--- src/include/ex_defines.svh ---
`ifndef EX_DEFINES_SVH
`define EX_DEFINES_SVH

// ---------------------------------------------------------
// Execute stage widths
// ---------------------------------------------------------

// Data path and PC width
`define EX_XLEN 32

// Scoreboard transaction ID
`define EX_TRANS_ID_BITS 3

// CSR address, taken from the low bits of operand B
`define EX_CSR_ADDR_BITS 12

// Operator encoding width
`define EX_OP_BITS 5

// Instruction sizes for the link address
`define EX_INSTR_BYTES 4
`define EX_CINSTR_BYTES 2

`endif

--- src/source/ex_pkg.sv ---
`include "ex_defines.svh"

package ex_pkg;

    // ---------------------------------------------------------
    // Operators of the fixed latency units
    // ---------------------------------------------------------
    typedef enum logic [`EX_OP_BITS-1:0] {
        // ALU
        OP_ADD   = 5'd0,
        OP_SUB   = 5'd1,
        OP_AND   = 5'd2,
        OP_OR    = 5'd3,
        OP_XOR   = 5'd4,
        OP_SLL   = 5'd5,
        OP_SRL   = 5'd6,
        OP_SRA   = 5'd7,
        OP_SLT   = 5'd8,
        OP_SLTU  = 5'd9,
        // Branch unit, comparison done in the ALU
        OP_BEQ   = 5'd10,
        OP_BNE   = 5'd11,
        OP_BLT   = 5'd12,
        OP_BGE   = 5'd13,
        OP_BLTU  = 5'd14,
        OP_BGEU  = 5'd15,
        OP_JALR  = 5'd16,
        // Multiplier
        OP_MUL   = 5'd17,
        OP_MULHU = 5'd18,
        // CSR buffer
        OP_CSR   = 5'd19
    } fu_op_e;

endpackage

--- src/source/ex_alu.sv ---
`timescale 1ns/1ps
`include "ex_defines.svh"

module ex_alu (
    input  ex_pkg::fu_op_e        operator_i,
    input  logic [`EX_XLEN-1:0]   operand_a_i,
    input  logic [`EX_XLEN-1:0]   operand_b_i,
    output logic [`EX_XLEN-1:0]   result_o,
    output logic                  branch_res_o
);

    logic [4:0] shamt;
    logic       less_signed;
    logic       less_unsigned;
    logic       equal;

    assign shamt         = operand_b_i[4:0];
    assign less_signed   = $signed(operand_a_i) < $signed(operand_b_i);
    assign less_unsigned = operand_a_i < operand_b_i;
    assign equal         = operand_a_i == operand_b_i;

    // Result path
    always_comb begin
        case (operator_i)
            ex_pkg::OP_SUB:  result_o = operand_a_i - operand_b_i;
            ex_pkg::OP_AND:  result_o = operand_a_i & operand_b_i;
            ex_pkg::OP_OR:   result_o = operand_a_i | operand_b_i;
            ex_pkg::OP_XOR:  result_o = operand_a_i ^ operand_b_i;
            ex_pkg::OP_SLL:  result_o = operand_a_i << shamt;
            ex_pkg::OP_SRL:  result_o = operand_a_i >> shamt;
            ex_pkg::OP_SRA:  result_o = $unsigned($signed(operand_a_i) >>> shamt);
            ex_pkg::OP_SLT:  result_o = {{(`EX_XLEN-1){1'b0}}, less_signed};
            ex_pkg::OP_SLTU: result_o = {{(`EX_XLEN-1){1'b0}}, less_unsigned};
            // ADD and all branch operators
            default:         result_o = operand_a_i + operand_b_i;
        endcase
    end

    // ---------------------------------------------------------
    // Branch comparison
    // ---------------------------------------------------------
    always_comb begin
        case (operator_i)
            ex_pkg::OP_BEQ:  branch_res_o = equal;
            ex_pkg::OP_BNE:  branch_res_o = ~equal;
            ex_pkg::OP_BLT:  branch_res_o = less_signed;
            ex_pkg::OP_BGE:  branch_res_o = ~less_signed;
            ex_pkg::OP_BLTU: branch_res_o = less_unsigned;
            ex_pkg::OP_BGEU: branch_res_o = ~less_unsigned;
            // Jumps are always taken
            ex_pkg::OP_JALR: branch_res_o = 1'b1;
            default:         branch_res_o = 1'b0;
        endcase
    end

endmodule

--- src/source/ex_branch_unit.sv ---
`timescale 1ns/1ps
`include "ex_defines.svh"

module ex_branch_unit (
    input  ex_pkg::fu_op_e        operator_i,
    input  logic [`EX_XLEN-1:0]   operand_a_i,
    input  logic [`EX_XLEN-1:0]   pc_i,
    input  logic [`EX_XLEN-1:0]   imm_i,
    input  logic                  is_compressed_i,
    input  logic                  branch_valid_i,
    input  logic                  branch_res_i,
    input  logic                  predict_taken_i,
    input  logic [`EX_XLEN-1:0]   predict_target_i,
    output logic [`EX_XLEN-1:0]   link_o,
    output logic [`EX_XLEN-1:0]   resolved_target_o,
    output logic                  resolve_branch_o,
    output logic                  resolved_taken_o,
    output logic                  mispredict_o
);

    logic [`EX_XLEN-1:0] target;
    logic [`EX_XLEN-1:0] jump_base;
    logic [`EX_XLEN-1:0] next_pc;
    logic                taken;

    // JALR jumps relative to rs1, everything else to the PC
    assign jump_base = (operator_i == ex_pkg::OP_JALR) ? operand_a_i : pc_i;

    // Bit 0 is only set by a JALR target, clearing it always is harmless
    assign target = (jump_base + imm_i) & ~`EX_XLEN'(1);

    assign next_pc = is_compressed_i ? pc_i + `EX_XLEN'(`EX_CINSTR_BYTES)
                                     : pc_i + `EX_XLEN'(`EX_INSTR_BYTES);

    assign taken = branch_res_i;

    // ---------------------------------------------------------
    // Resolution towards the frontend
    // ---------------------------------------------------------
    always_comb begin
        link_o            = '0;
        resolved_target_o = '0;
        resolve_branch_o  = 1'b0;
        resolved_taken_o  = 1'b0;
        mispredict_o      = 1'b0;
        if (branch_valid_i) begin
            link_o            = next_pc;
            resolve_branch_o  = 1'b1;
            resolved_taken_o  = taken;
            // Not taken continues at the next instruction
            resolved_target_o = taken ? target : next_pc;
            // Wrong direction, or taken to the wrong place
            mispredict_o      = (taken != predict_taken_i)
                              | (taken & (target != predict_target_i));
        end
    end

endmodule

--- src/source/ex_csr_buffer.sv ---
`timescale 1ns/1ps
`include "ex_defines.svh"

module ex_csr_buffer (
    input  logic                           clk_i,
    input  logic                           rst_ni,
    input  logic                           flush_i,
    input  logic                           csr_valid_i,
    input  logic                           csr_commit_i,
    input  logic [`EX_XLEN-1:0]            operand_a_i,
    input  logic [`EX_XLEN-1:0]            operand_b_i,
    output logic [`EX_XLEN-1:0]            csr_result_o,
    output logic                           csr_ready_o,
    output logic [`EX_CSR_ADDR_BITS-1:0]   csr_addr_o
);

    logic                          valid_q;
    logic [`EX_CSR_ADDR_BITS-1:0]  addr_q;

    // Entry state, a new request beats a commit and flush beats both
    always_ff @(posedge clk_i or negedge rst_ni) begin
        if (!rst_ni) begin
            valid_q <= 1'b0;
        end else if (flush_i) begin
            valid_q <= 1'b0;
        end else if (csr_valid_i) begin
            valid_q <= 1'b1;
        end else if (csr_commit_i) begin
            valid_q <= 1'b0;
        end
    end

    always_ff @(posedge clk_i) begin
        if (csr_valid_i) begin
            addr_q <= operand_b_i[`EX_CSR_ADDR_BITS-1:0];
        end
    end

    // Full buffer blocks the issue port
    assign csr_ready_o  = ~valid_q;
    assign csr_addr_o   = addr_q;
    // Write data goes back to the scoreboard unchanged
    assign csr_result_o = operand_a_i;

endmodule

--- src/source/ex_multiplier.sv ---
`timescale 1ns/1ps
`include "ex_defines.svh"

module ex_multiplier (
    input  logic                           clk_i,
    input  logic                           rst_ni,
    input  logic                           flush_i,
    input  logic                           mult_valid_i,
    input  ex_pkg::fu_op_e                 operator_i,
    input  logic [`EX_XLEN-1:0]            operand_a_i,
    input  logic [`EX_XLEN-1:0]            operand_b_i,
    input  logic [`EX_TRANS_ID_BITS-1:0]   trans_id_i,
    output logic [`EX_XLEN-1:0]            result_o,
    output logic                           mult_valid_o,
    output logic [`EX_TRANS_ID_BITS-1:0]   mult_trans_id_o
);

    logic [2*`EX_XLEN-1:0]          product;
    logic [`EX_XLEN-1:0]            result_d;
    logic [`EX_XLEN-1:0]            result_q;
    logic [`EX_TRANS_ID_BITS-1:0]   trans_id_q;
    logic                           valid_q;

    // Full unsigned product, the operator picks the half
    assign product  = operand_a_i * operand_b_i;
    assign result_d = (operator_i == ex_pkg::OP_MULHU) ? product[2*`EX_XLEN-1:`EX_XLEN]
                                                       : product[`EX_XLEN-1:0];

    // Flush kills the multiply in flight
    always_ff @(posedge clk_i or negedge rst_ni) begin
        if (!rst_ni) begin
            valid_q <= 1'b0;
        end else begin
            valid_q <= mult_valid_i & ~flush_i;
        end
    end

    always_ff @(posedge clk_i) begin
        result_q   <= result_d;
        trans_id_q <= trans_id_i;
    end

    assign result_o        = result_q;
    assign mult_valid_o    = valid_q;
    assign mult_trans_id_o = trans_id_q;

endmodule

--- src/source/ex_control.sv ---
`timescale 1ns/1ps
`include "ex_defines.svh"

module ex_control (
    input  logic                           alu_valid_i,
    input  logic                           branch_valid_i,
    input  logic                           csr_valid_i,
    input  logic                           mult_valid_i,
    input  logic                           mult_done_i,
    input  logic                           csr_ready_i,
    input  logic [`EX_XLEN-1:0]            operand_a_i,
    input  logic [`EX_XLEN-1:0]            operand_b_i,
    input  logic [`EX_XLEN-1:0]            alu_result_i,
    input  logic [`EX_XLEN-1:0]            csr_result_i,
    input  logic [`EX_XLEN-1:0]            mult_result_i,
    input  logic [`EX_XLEN-1:0]            link_i,
    input  logic [`EX_TRANS_ID_BITS-1:0]   trans_id_i,
    input  logic [`EX_TRANS_ID_BITS-1:0]   mult_trans_id_i,
    output logic [`EX_XLEN-1:0]            alu_operand_a_o,
    output logic [`EX_XLEN-1:0]            alu_operand_b_o,
    output logic [`EX_XLEN-1:0]            mult_operand_a_o,
    output logic [`EX_XLEN-1:0]            mult_operand_b_o,
    output logic [`EX_XLEN-1:0]            flu_result_o,
    output logic [`EX_TRANS_ID_BITS-1:0]   flu_trans_id_o,
    output logic                           flu_valid_o,
    output logic                           flu_ready_o
);

    logic alu_active;

    // ---------------------------------------------------------
    // Operand silencing
    // ---------------------------------------------------------
    // Branches need the ALU for the comparison
    assign alu_active = alu_valid_i | branch_valid_i;

    assign alu_operand_a_o  = alu_active   ? operand_a_i : '0;
    assign alu_operand_b_o  = alu_active   ? operand_b_i : '0;
    assign mult_operand_a_o = mult_valid_i ? operand_a_i : '0;
    assign mult_operand_b_o = mult_valid_i ? operand_b_i : '0;

    // ---------------------------------------------------------
    // Write-back selection
    // ---------------------------------------------------------
    always_comb begin
        // Branch link unless another unit writes
        flu_result_o   = link_i;
        flu_trans_id_o = trans_id_i;
        if (alu_valid_i) begin
            flu_result_o = alu_result_i;
        end else if (csr_valid_i) begin
            flu_result_o = csr_result_i;
        end else if (mult_done_i) begin
            flu_result_o   = mult_result_i;
            flu_trans_id_o = mult_trans_id_i;
        end
    end

    assign flu_valid_o = alu_valid_i | branch_valid_i | csr_valid_i | mult_done_i;

    // Multiplier never stalls, only the CSR buffer blocks
    assign flu_ready_o = csr_ready_i;

endmodule

--- src/source/ex_stage.sv ---
`timescale 1ns/1ps
`include "ex_defines.svh"

module ex_stage (
    input  logic                           clk_i,
    input  logic                           rst_ni,
    input  logic                           flush_i,
    // Issue port
    input  ex_pkg::fu_op_e                 operator_i,
    input  logic [`EX_XLEN-1:0]            operand_a_i,
    input  logic [`EX_XLEN-1:0]            operand_b_i,
    input  logic [`EX_XLEN-1:0]            imm_i,
    input  logic [`EX_TRANS_ID_BITS-1:0]   trans_id_i,
    input  logic [`EX_XLEN-1:0]            pc_i,
    input  logic                           is_compressed_i,
    input  logic                           alu_valid_i,
    input  logic                           branch_valid_i,
    input  logic                           csr_valid_i,
    input  logic                           mult_valid_i,
    // Branch prediction and resolution
    input  logic                           predict_taken_i,
    input  logic [`EX_XLEN-1:0]            predict_target_i,
    output logic                           resolve_branch_o,
    output logic                           resolved_taken_o,
    output logic [`EX_XLEN-1:0]            resolved_target_o,
    output logic                           mispredict_o,
    // CSR
    input  logic                           csr_commit_i,
    output logic [`EX_CSR_ADDR_BITS-1:0]   csr_addr_o,
    // Write-back port
    output logic [`EX_XLEN-1:0]            flu_result_o,
    output logic [`EX_TRANS_ID_BITS-1:0]   flu_trans_id_o,
    output logic                           flu_valid_o,
    output logic                           flu_ready_o
);

    logic [`EX_XLEN-1:0]            alu_operand_a;
    logic [`EX_XLEN-1:0]            alu_operand_b;
    logic [`EX_XLEN-1:0]            mult_operand_a;
    logic [`EX_XLEN-1:0]            mult_operand_b;
    logic [`EX_XLEN-1:0]            alu_result;
    logic [`EX_XLEN-1:0]            csr_result;
    logic [`EX_XLEN-1:0]            mult_result;
    logic [`EX_XLEN-1:0]            link;
    logic [`EX_TRANS_ID_BITS-1:0]   mult_trans_id;
    logic                           alu_branch_res;
    logic                           csr_ready;
    logic                           mult_valid;

    ex_control control_i (
        .alu_valid_i      (alu_valid_i),
        .branch_valid_i   (branch_valid_i),
        .csr_valid_i      (csr_valid_i),
        .mult_valid_i     (mult_valid_i),
        .mult_done_i      (mult_valid),
        .csr_ready_i      (csr_ready),
        .operand_a_i      (operand_a_i),
        .operand_b_i      (operand_b_i),
        .alu_result_i     (alu_result),
        .csr_result_i     (csr_result),
        .mult_result_i    (mult_result),
        .link_i           (link),
        .trans_id_i       (trans_id_i),
        .mult_trans_id_i  (mult_trans_id),
        .alu_operand_a_o  (alu_operand_a),
        .alu_operand_b_o  (alu_operand_b),
        .mult_operand_a_o (mult_operand_a),
        .mult_operand_b_o (mult_operand_b),
        .flu_result_o     (flu_result_o),
        .flu_trans_id_o   (flu_trans_id_o),
        .flu_valid_o      (flu_valid_o),
        .flu_ready_o      (flu_ready_o)
    );

    // Single cycle units
    ex_alu alu_i (
        .operator_i   (operator_i),
        .operand_a_i  (alu_operand_a),
        .operand_b_i  (alu_operand_b),
        .result_o     (alu_result),
        .branch_res_o (alu_branch_res)
    );

    ex_branch_unit branch_unit_i (
        .operator_i        (operator_i),
        .operand_a_i       (operand_a_i),
        .pc_i              (pc_i),
        .imm_i             (imm_i),
        .is_compressed_i   (is_compressed_i),
        .branch_valid_i    (branch_valid_i),
        .branch_res_i      (alu_branch_res),
        .predict_taken_i   (predict_taken_i),
        .predict_target_i  (predict_target_i),
        .link_o            (link),
        .resolved_target_o (resolved_target_o),
        .resolve_branch_o  (resolve_branch_o),
        .resolved_taken_o  (resolved_taken_o),
        .mispredict_o      (mispredict_o)
    );

    // Sequential units
    ex_csr_buffer csr_buffer_i (
        .clk_i        (clk_i),
        .rst_ni       (rst_ni),
        .flush_i      (flush_i),
        .csr_valid_i  (csr_valid_i),
        .csr_commit_i (csr_commit_i),
        .operand_a_i  (operand_a_i),
        .operand_b_i  (operand_b_i),
        .csr_result_o (csr_result),
        .csr_ready_o  (csr_ready),
        .csr_addr_o   (csr_addr_o)
    );

    ex_multiplier multiplier_i (
        .clk_i           (clk_i),
        .rst_ni          (rst_ni),
        .flush_i         (flush_i),
        .mult_valid_i    (mult_valid_i),
        .operator_i      (operator_i),
        .operand_a_i     (mult_operand_a),
        .operand_b_i     (mult_operand_b),
        .trans_id_i      (trans_id_i),
        .result_o        (mult_result),
        .mult_valid_o    (mult_valid),
        .mult_trans_id_o (mult_trans_id)
    );

endmodule

--- config.mk ---
export PLATFORM = sky130hd
export DESIGN_NAME = ex_stage
export DESIGN_NICKNAME = d
export VERILOG_FILES = /design/src/source/ex_pkg.sv /design/src/source/ex_alu.sv /design/src/source/ex_branch_unit.sv /design/src/source/ex_csr_buffer.sv /design/src/source/ex_multiplier.sv /design/src/source/ex_control.sv /design/src/source/ex_stage.sv
export VERILOG_INCLUDE_DIRS = /design/src /design/src/include
export SDC_FILE = /design/constraint.sdc
export NUM_CORES = 2
export LEC_CHECK = 0
export BUFFER_PORTS_ARGS = -buffer_cell sky130_fd_sc_hd__buf_2
export CORE_MARGIN = 8
export CORE_UTILIZATION = 62
export DETAILED_ROUTE_END_ITERATION = 16
export HOLD_SLACK_MARGIN = 0.05
export PLACE_DENSITY = 0.82
export SETUP_SLACK_MARGIN = 0.3
export SLEW_MARGIN = 25
export SYNTH_ARGS = -nofsm -noshare
export SYNTH_HDL_FRONTEND = slang
export SYNTH_HIERARCHICAL = 1
export SYNTH_SLANG_ARGS = --single-unit
--- constraint.sdc ---
create_clock -name clk_i -period 14.2 [get_ports clk_i]
set_input_delay 0.71 -clock clk_i [delete_from_list [all_inputs] [get_ports clk_i]]
set_output_delay 0.71 -clock clk_i [all_outputs]
set_load 0.05 [all_outputs]
==> impl_metrics.py <==
metrics = {
    "critical_path": {
        "crit_buf_inv": 4,
        "arrival_ns": 9.79,
        "crit_path_start": "mult_valid_i",
        "critical-path-top-delay-family": "adder cells",
        "cp-end-kind": "register",
        "path_cells": "buf_2, buf_4, and2_2, and2_1, fa_1, fa_1, inv_1, fa_1, fa_1, inv_1, fa_1, fa_1, fa_1, fa_1, ha_1, and4_1, nand3_1, nor3_1, o211ai_1, a31oi_1, o211ai_1, o31ai_1, xnor2_1, o21ai_0",
        "cp_slowest_stage_delay_ns": 1.02,
        "worstPathRequired_ns": 14.41,
        "critical_path.slowest_cell": "and2_2",
        "reg2reg_from": "csr_buffer_i/valid_q$_DFFE_PN0P_",
        "start_kind": "input pin",
        "crit_top_cell": "fa_1",
        "crit_fanout": 65,
        "worstSetupPathType": "in -> reg",
    },
    "cts": {
        "postCtsHoldBufs": 0,
        "clock_latency_ns": 0.35,
        "ctsLongestPathBuffers": 2,
        "root_buffer": "clkbuf_16",
        "htree_num_levels": 2,
        "clock_sinks": 49,
        "cts.clk_slew.worst_paths_ns": 0.10,
        "cts_tree": "yes",
        "cts_buffers": 5,
        "post_cts_buffers": 0,
        "cts_resized": 0,
    },
    "run": {
        "cap_violations": 0,
    },
    "sta": {
        "tightest_slew_ns": 1.14,
        "tns_ns": 0,
        "fmax_ghz": 0.104,
        "hold_viol": 0,
        "timing.final.ws_setup_ns": 4.62,
        "final_max_slew_viol_count": 0,
        "rsz0062_at_grt": "false",
        "worst_hold_slack_ns": 0.118,
        "skew_ns": 0,
        "max_slew_margin": 0.242,
        "period_minus_slack_ns": 9.58,
        "fin_crit_sh": 0.675,
        "setup_viol": 0,
    },
    "grt": {
        "grt_pass1_wl_mm": 294,
        "grt_antenna_before_repair": 11,
        "overflow": 0,
        "grt_pass1_vias": 47419,
        "globalRouteTotalUtil": 0.426,
        "grt_max_degree": 68,
    },
    "floorplanning": {
        "floorplan.initialDensity": 0.626,
        "num_rows": 104,
        "core_mm2": 0.0804,
        "die_w_um": 301,
        "die-area_mm2": 0.0906,
        "fp.dieH_um": 301,
        "io_pins": 262,
    },
    "routing": {
        "via_count": 46180,
        "final_antenna_net_count": 0,
        "dr.pass1.iters": 7,
        "viasPerCell": 6.51,
        "highest_layer": "met5",
        "drc_errors": 0,
        "dr.first_iter.drc_count": 5159,
        "wl_met2_mm": 83.4,
        "wl_met1_mm": 73.5,
        "wl_mm": 195,
        "dr_wl_met3_mm": 23.0,
        "wire_per_inst_um": 27.4,
    },
    "power": {
        "p_per_area_mw_per_mm2": 114,
        "ir_worst_vdd_mv": 0.224,
        "p_leak_nw": 25.0,
    },
    "layout": {
        "nFillCells": 6797,
        "areaGrowthSynthToFinish_pct": 3.29,
        "multiInputGateArea_mm2": 0.0437,
        "drive_gt1_frac": 0.0854,
        "fin_util": 0.647,
        "regArea_mm2": 0.00111,
        "fin_nets": 7504,
    },
    "place": {
        "numPortBuffers": 261,
        "dp.final_hpwl_mm": 153,
        "dp_slack_ns": 4.45,
        "place_congestion": 1.10,
    },
    "min_path": {
        "hold_class": "in -> async",
    },
    "yosys": {
        "async_reset_ff_frac": 0.0408,
        "yosys_warnings": 6,
        "synth_edf_count": 12,
        "synth_top_area_cell": "fa_1",
        "ys_types": 113,
        "synth_area_leaders": "fa_1 (36%), ha_1 (9.9%), and2_1 (8.7%)",
        "ys_seq_area_frac": 0.0221,
        "syn_nets": 7560,
        "yosysTopAreaCellShare": 0.357,
        "synthFlopType": "dfxtp_1",
        "synth.avg_cell_area_um2": 8.28,
        "netlist_area_mm2": 0.0503,
        "synthCells": 6084,
        "ys_seq_elements": 49,
    },
    "outcome": {
        "outcome": "finished, final reports clean",
    },
}
-- kinds of logic (layout without fill, tap and decap cells) --
logic type	count (synthesis)	after routing	synth area share
xor+xnor	161	161	0.0282
mux	158	158	0.0388
fa+ha+maj	1298	1298	0.457
other cells	0	8	0
flops	49	49	0.0221
simple gates	2074	2074	0.215
compound gates	958	958	0.128
buf+inv	1386	1331	0.112
-- worst reg2reg max path, delay by kind of cell, from the launching register on --
kind / cells / cell delay [ns]
AO/OA/AOI/OAI: 1 / 0.06
flip-flops: 1 / 0.39
AND/OR/NAND/NOR: 1 / 0.10
-- area by class of cell --
type,instances,share of cell area
repair buffers,358,0.0391
well taps,1060,0.0255
multi-input cells,4649,0.841
inverters,965,0.0697
clock inverters,3,0.000553
diodes,8,0.000385
flip-flops and latches,49,0.0214
clock buffers,5,0.00241
-- registers in the layout (all words and copies together), names as in the netlist --
| signal | cells |
|---|---|
| multiplier_i/result_o | 32 |
| multiplier_i/mult_trans_id_o | 3 |
| csr_buffer_i/valid_q | 1 |
| csr_buffer_i/csr_addr_o | 12 |
| multiplier_i/mult_valid_o | 1 |
-- per-layer routing --
metal / vias up / global-route usage
met5: - / 0.00649
met3: 728 / 0.0989
met2: 3217 / 0.640
li1: 19313 / -
met1: 22908 / 0.562
met4: 14 / 0.249
-- power by group --
group          switching, mW  internal, mW
clock network         0.0899        0.0687
registers             0.0409         0.205
logic                   3.71          1.82
total                   3.84          2.09
-- cell usage after synthesis (31+ instances only) --
cell,n
a211oi_1,65
a21o_1,65
a21oi_1,252
a2bb2oi_1,31
and2_1,697
buf_2,32
buf_4,47
clkbuf_1,304
dfxtp_1,35
fa_1,899
ha_1,399
inv_1,963
mux2_2,44
mux2i_1,87
nand2_1,675
nand2b_1,33
nand3_1,70
nand4_1,46
nor2_1,215
nor2b_1,127
nor3_1,44
nor3b_1,36
nor4_1,32
o211ai_1,48
o21ai_0,192
xnor2_1,104
xor2_1,56
-- per-stage QoR --
step | cells | instance area, um2 | power [mW]
global placement | 7081 | 51800 | 5.55
global route | 7089 | 52000 | 6.30
CTS | 7089 | 52000 | 5.76
detailed placement | 7081 | 51800 | 5.57
floorplan | 6084 | 50300 | 3.72
finish | 7097 | 52000 | 5.94
-- path summary, 6_finish.rpt --
check,end,slack [ns],cells past startpoint
max in group asynchronous,multiplier_i/mult_valid_o$_DFF_PN0_,13.98,1
min reg2reg,csr_buffer_i/valid_q$_DFFE_PN0P_,0.57,2
min in group clk_i,multiplier_i/mult_trans_id_o[2]$_DFF_P_,0.46,1
max,multiplier_i/result_o[27]$_DFF_P_,4.62,24
min,multiplier_i/mult_valid_o$_DFF_PN0_,0.12,1
max reg2reg,csr_buffer_i/valid_q$_DFFE_PN0P_,13.55,2
-- cells in the final DEF, fill, tap and decap left out, types with 14 or more instances in the layout --
cell type	synthesis	layout
nor4_1	32	31
nor2_1	215	214
or3_1	16	16
dfxtp_1	35	35
a211oi_1	65	65
mux2i_1	87	87
ha_1	399	399
a21o_1	65	65
a21oi_1	252	252
o211ai_1	48	48
buf_4	47	97
nand2_1	675	675
xor2_1	56	56
o21ai_0	192	191
o31ai_1	23	20
o221ai_1	14	14
nor2b_1	127	122
o21a_1	16	16
a31oi_1	27	27
xnor2_1	104	104
and3_1	27	27
nand4_1	46	46
mux4_2	22	22
o21bai_1	23	23
a221oi_1	23	23
buf_2	32	261
inv_1	963	963
nor3b_1	36	36
o22ai_1	17	17
o2111ai_1	17	17
nand3_1	70	70
and2_1	697	686
nand2b_1	33	33
fa_1	899	899
a2bb2oi_1	31	31
mux2_2	44	44
nor3_1	44	44
(Power assumes the default switching activity.)
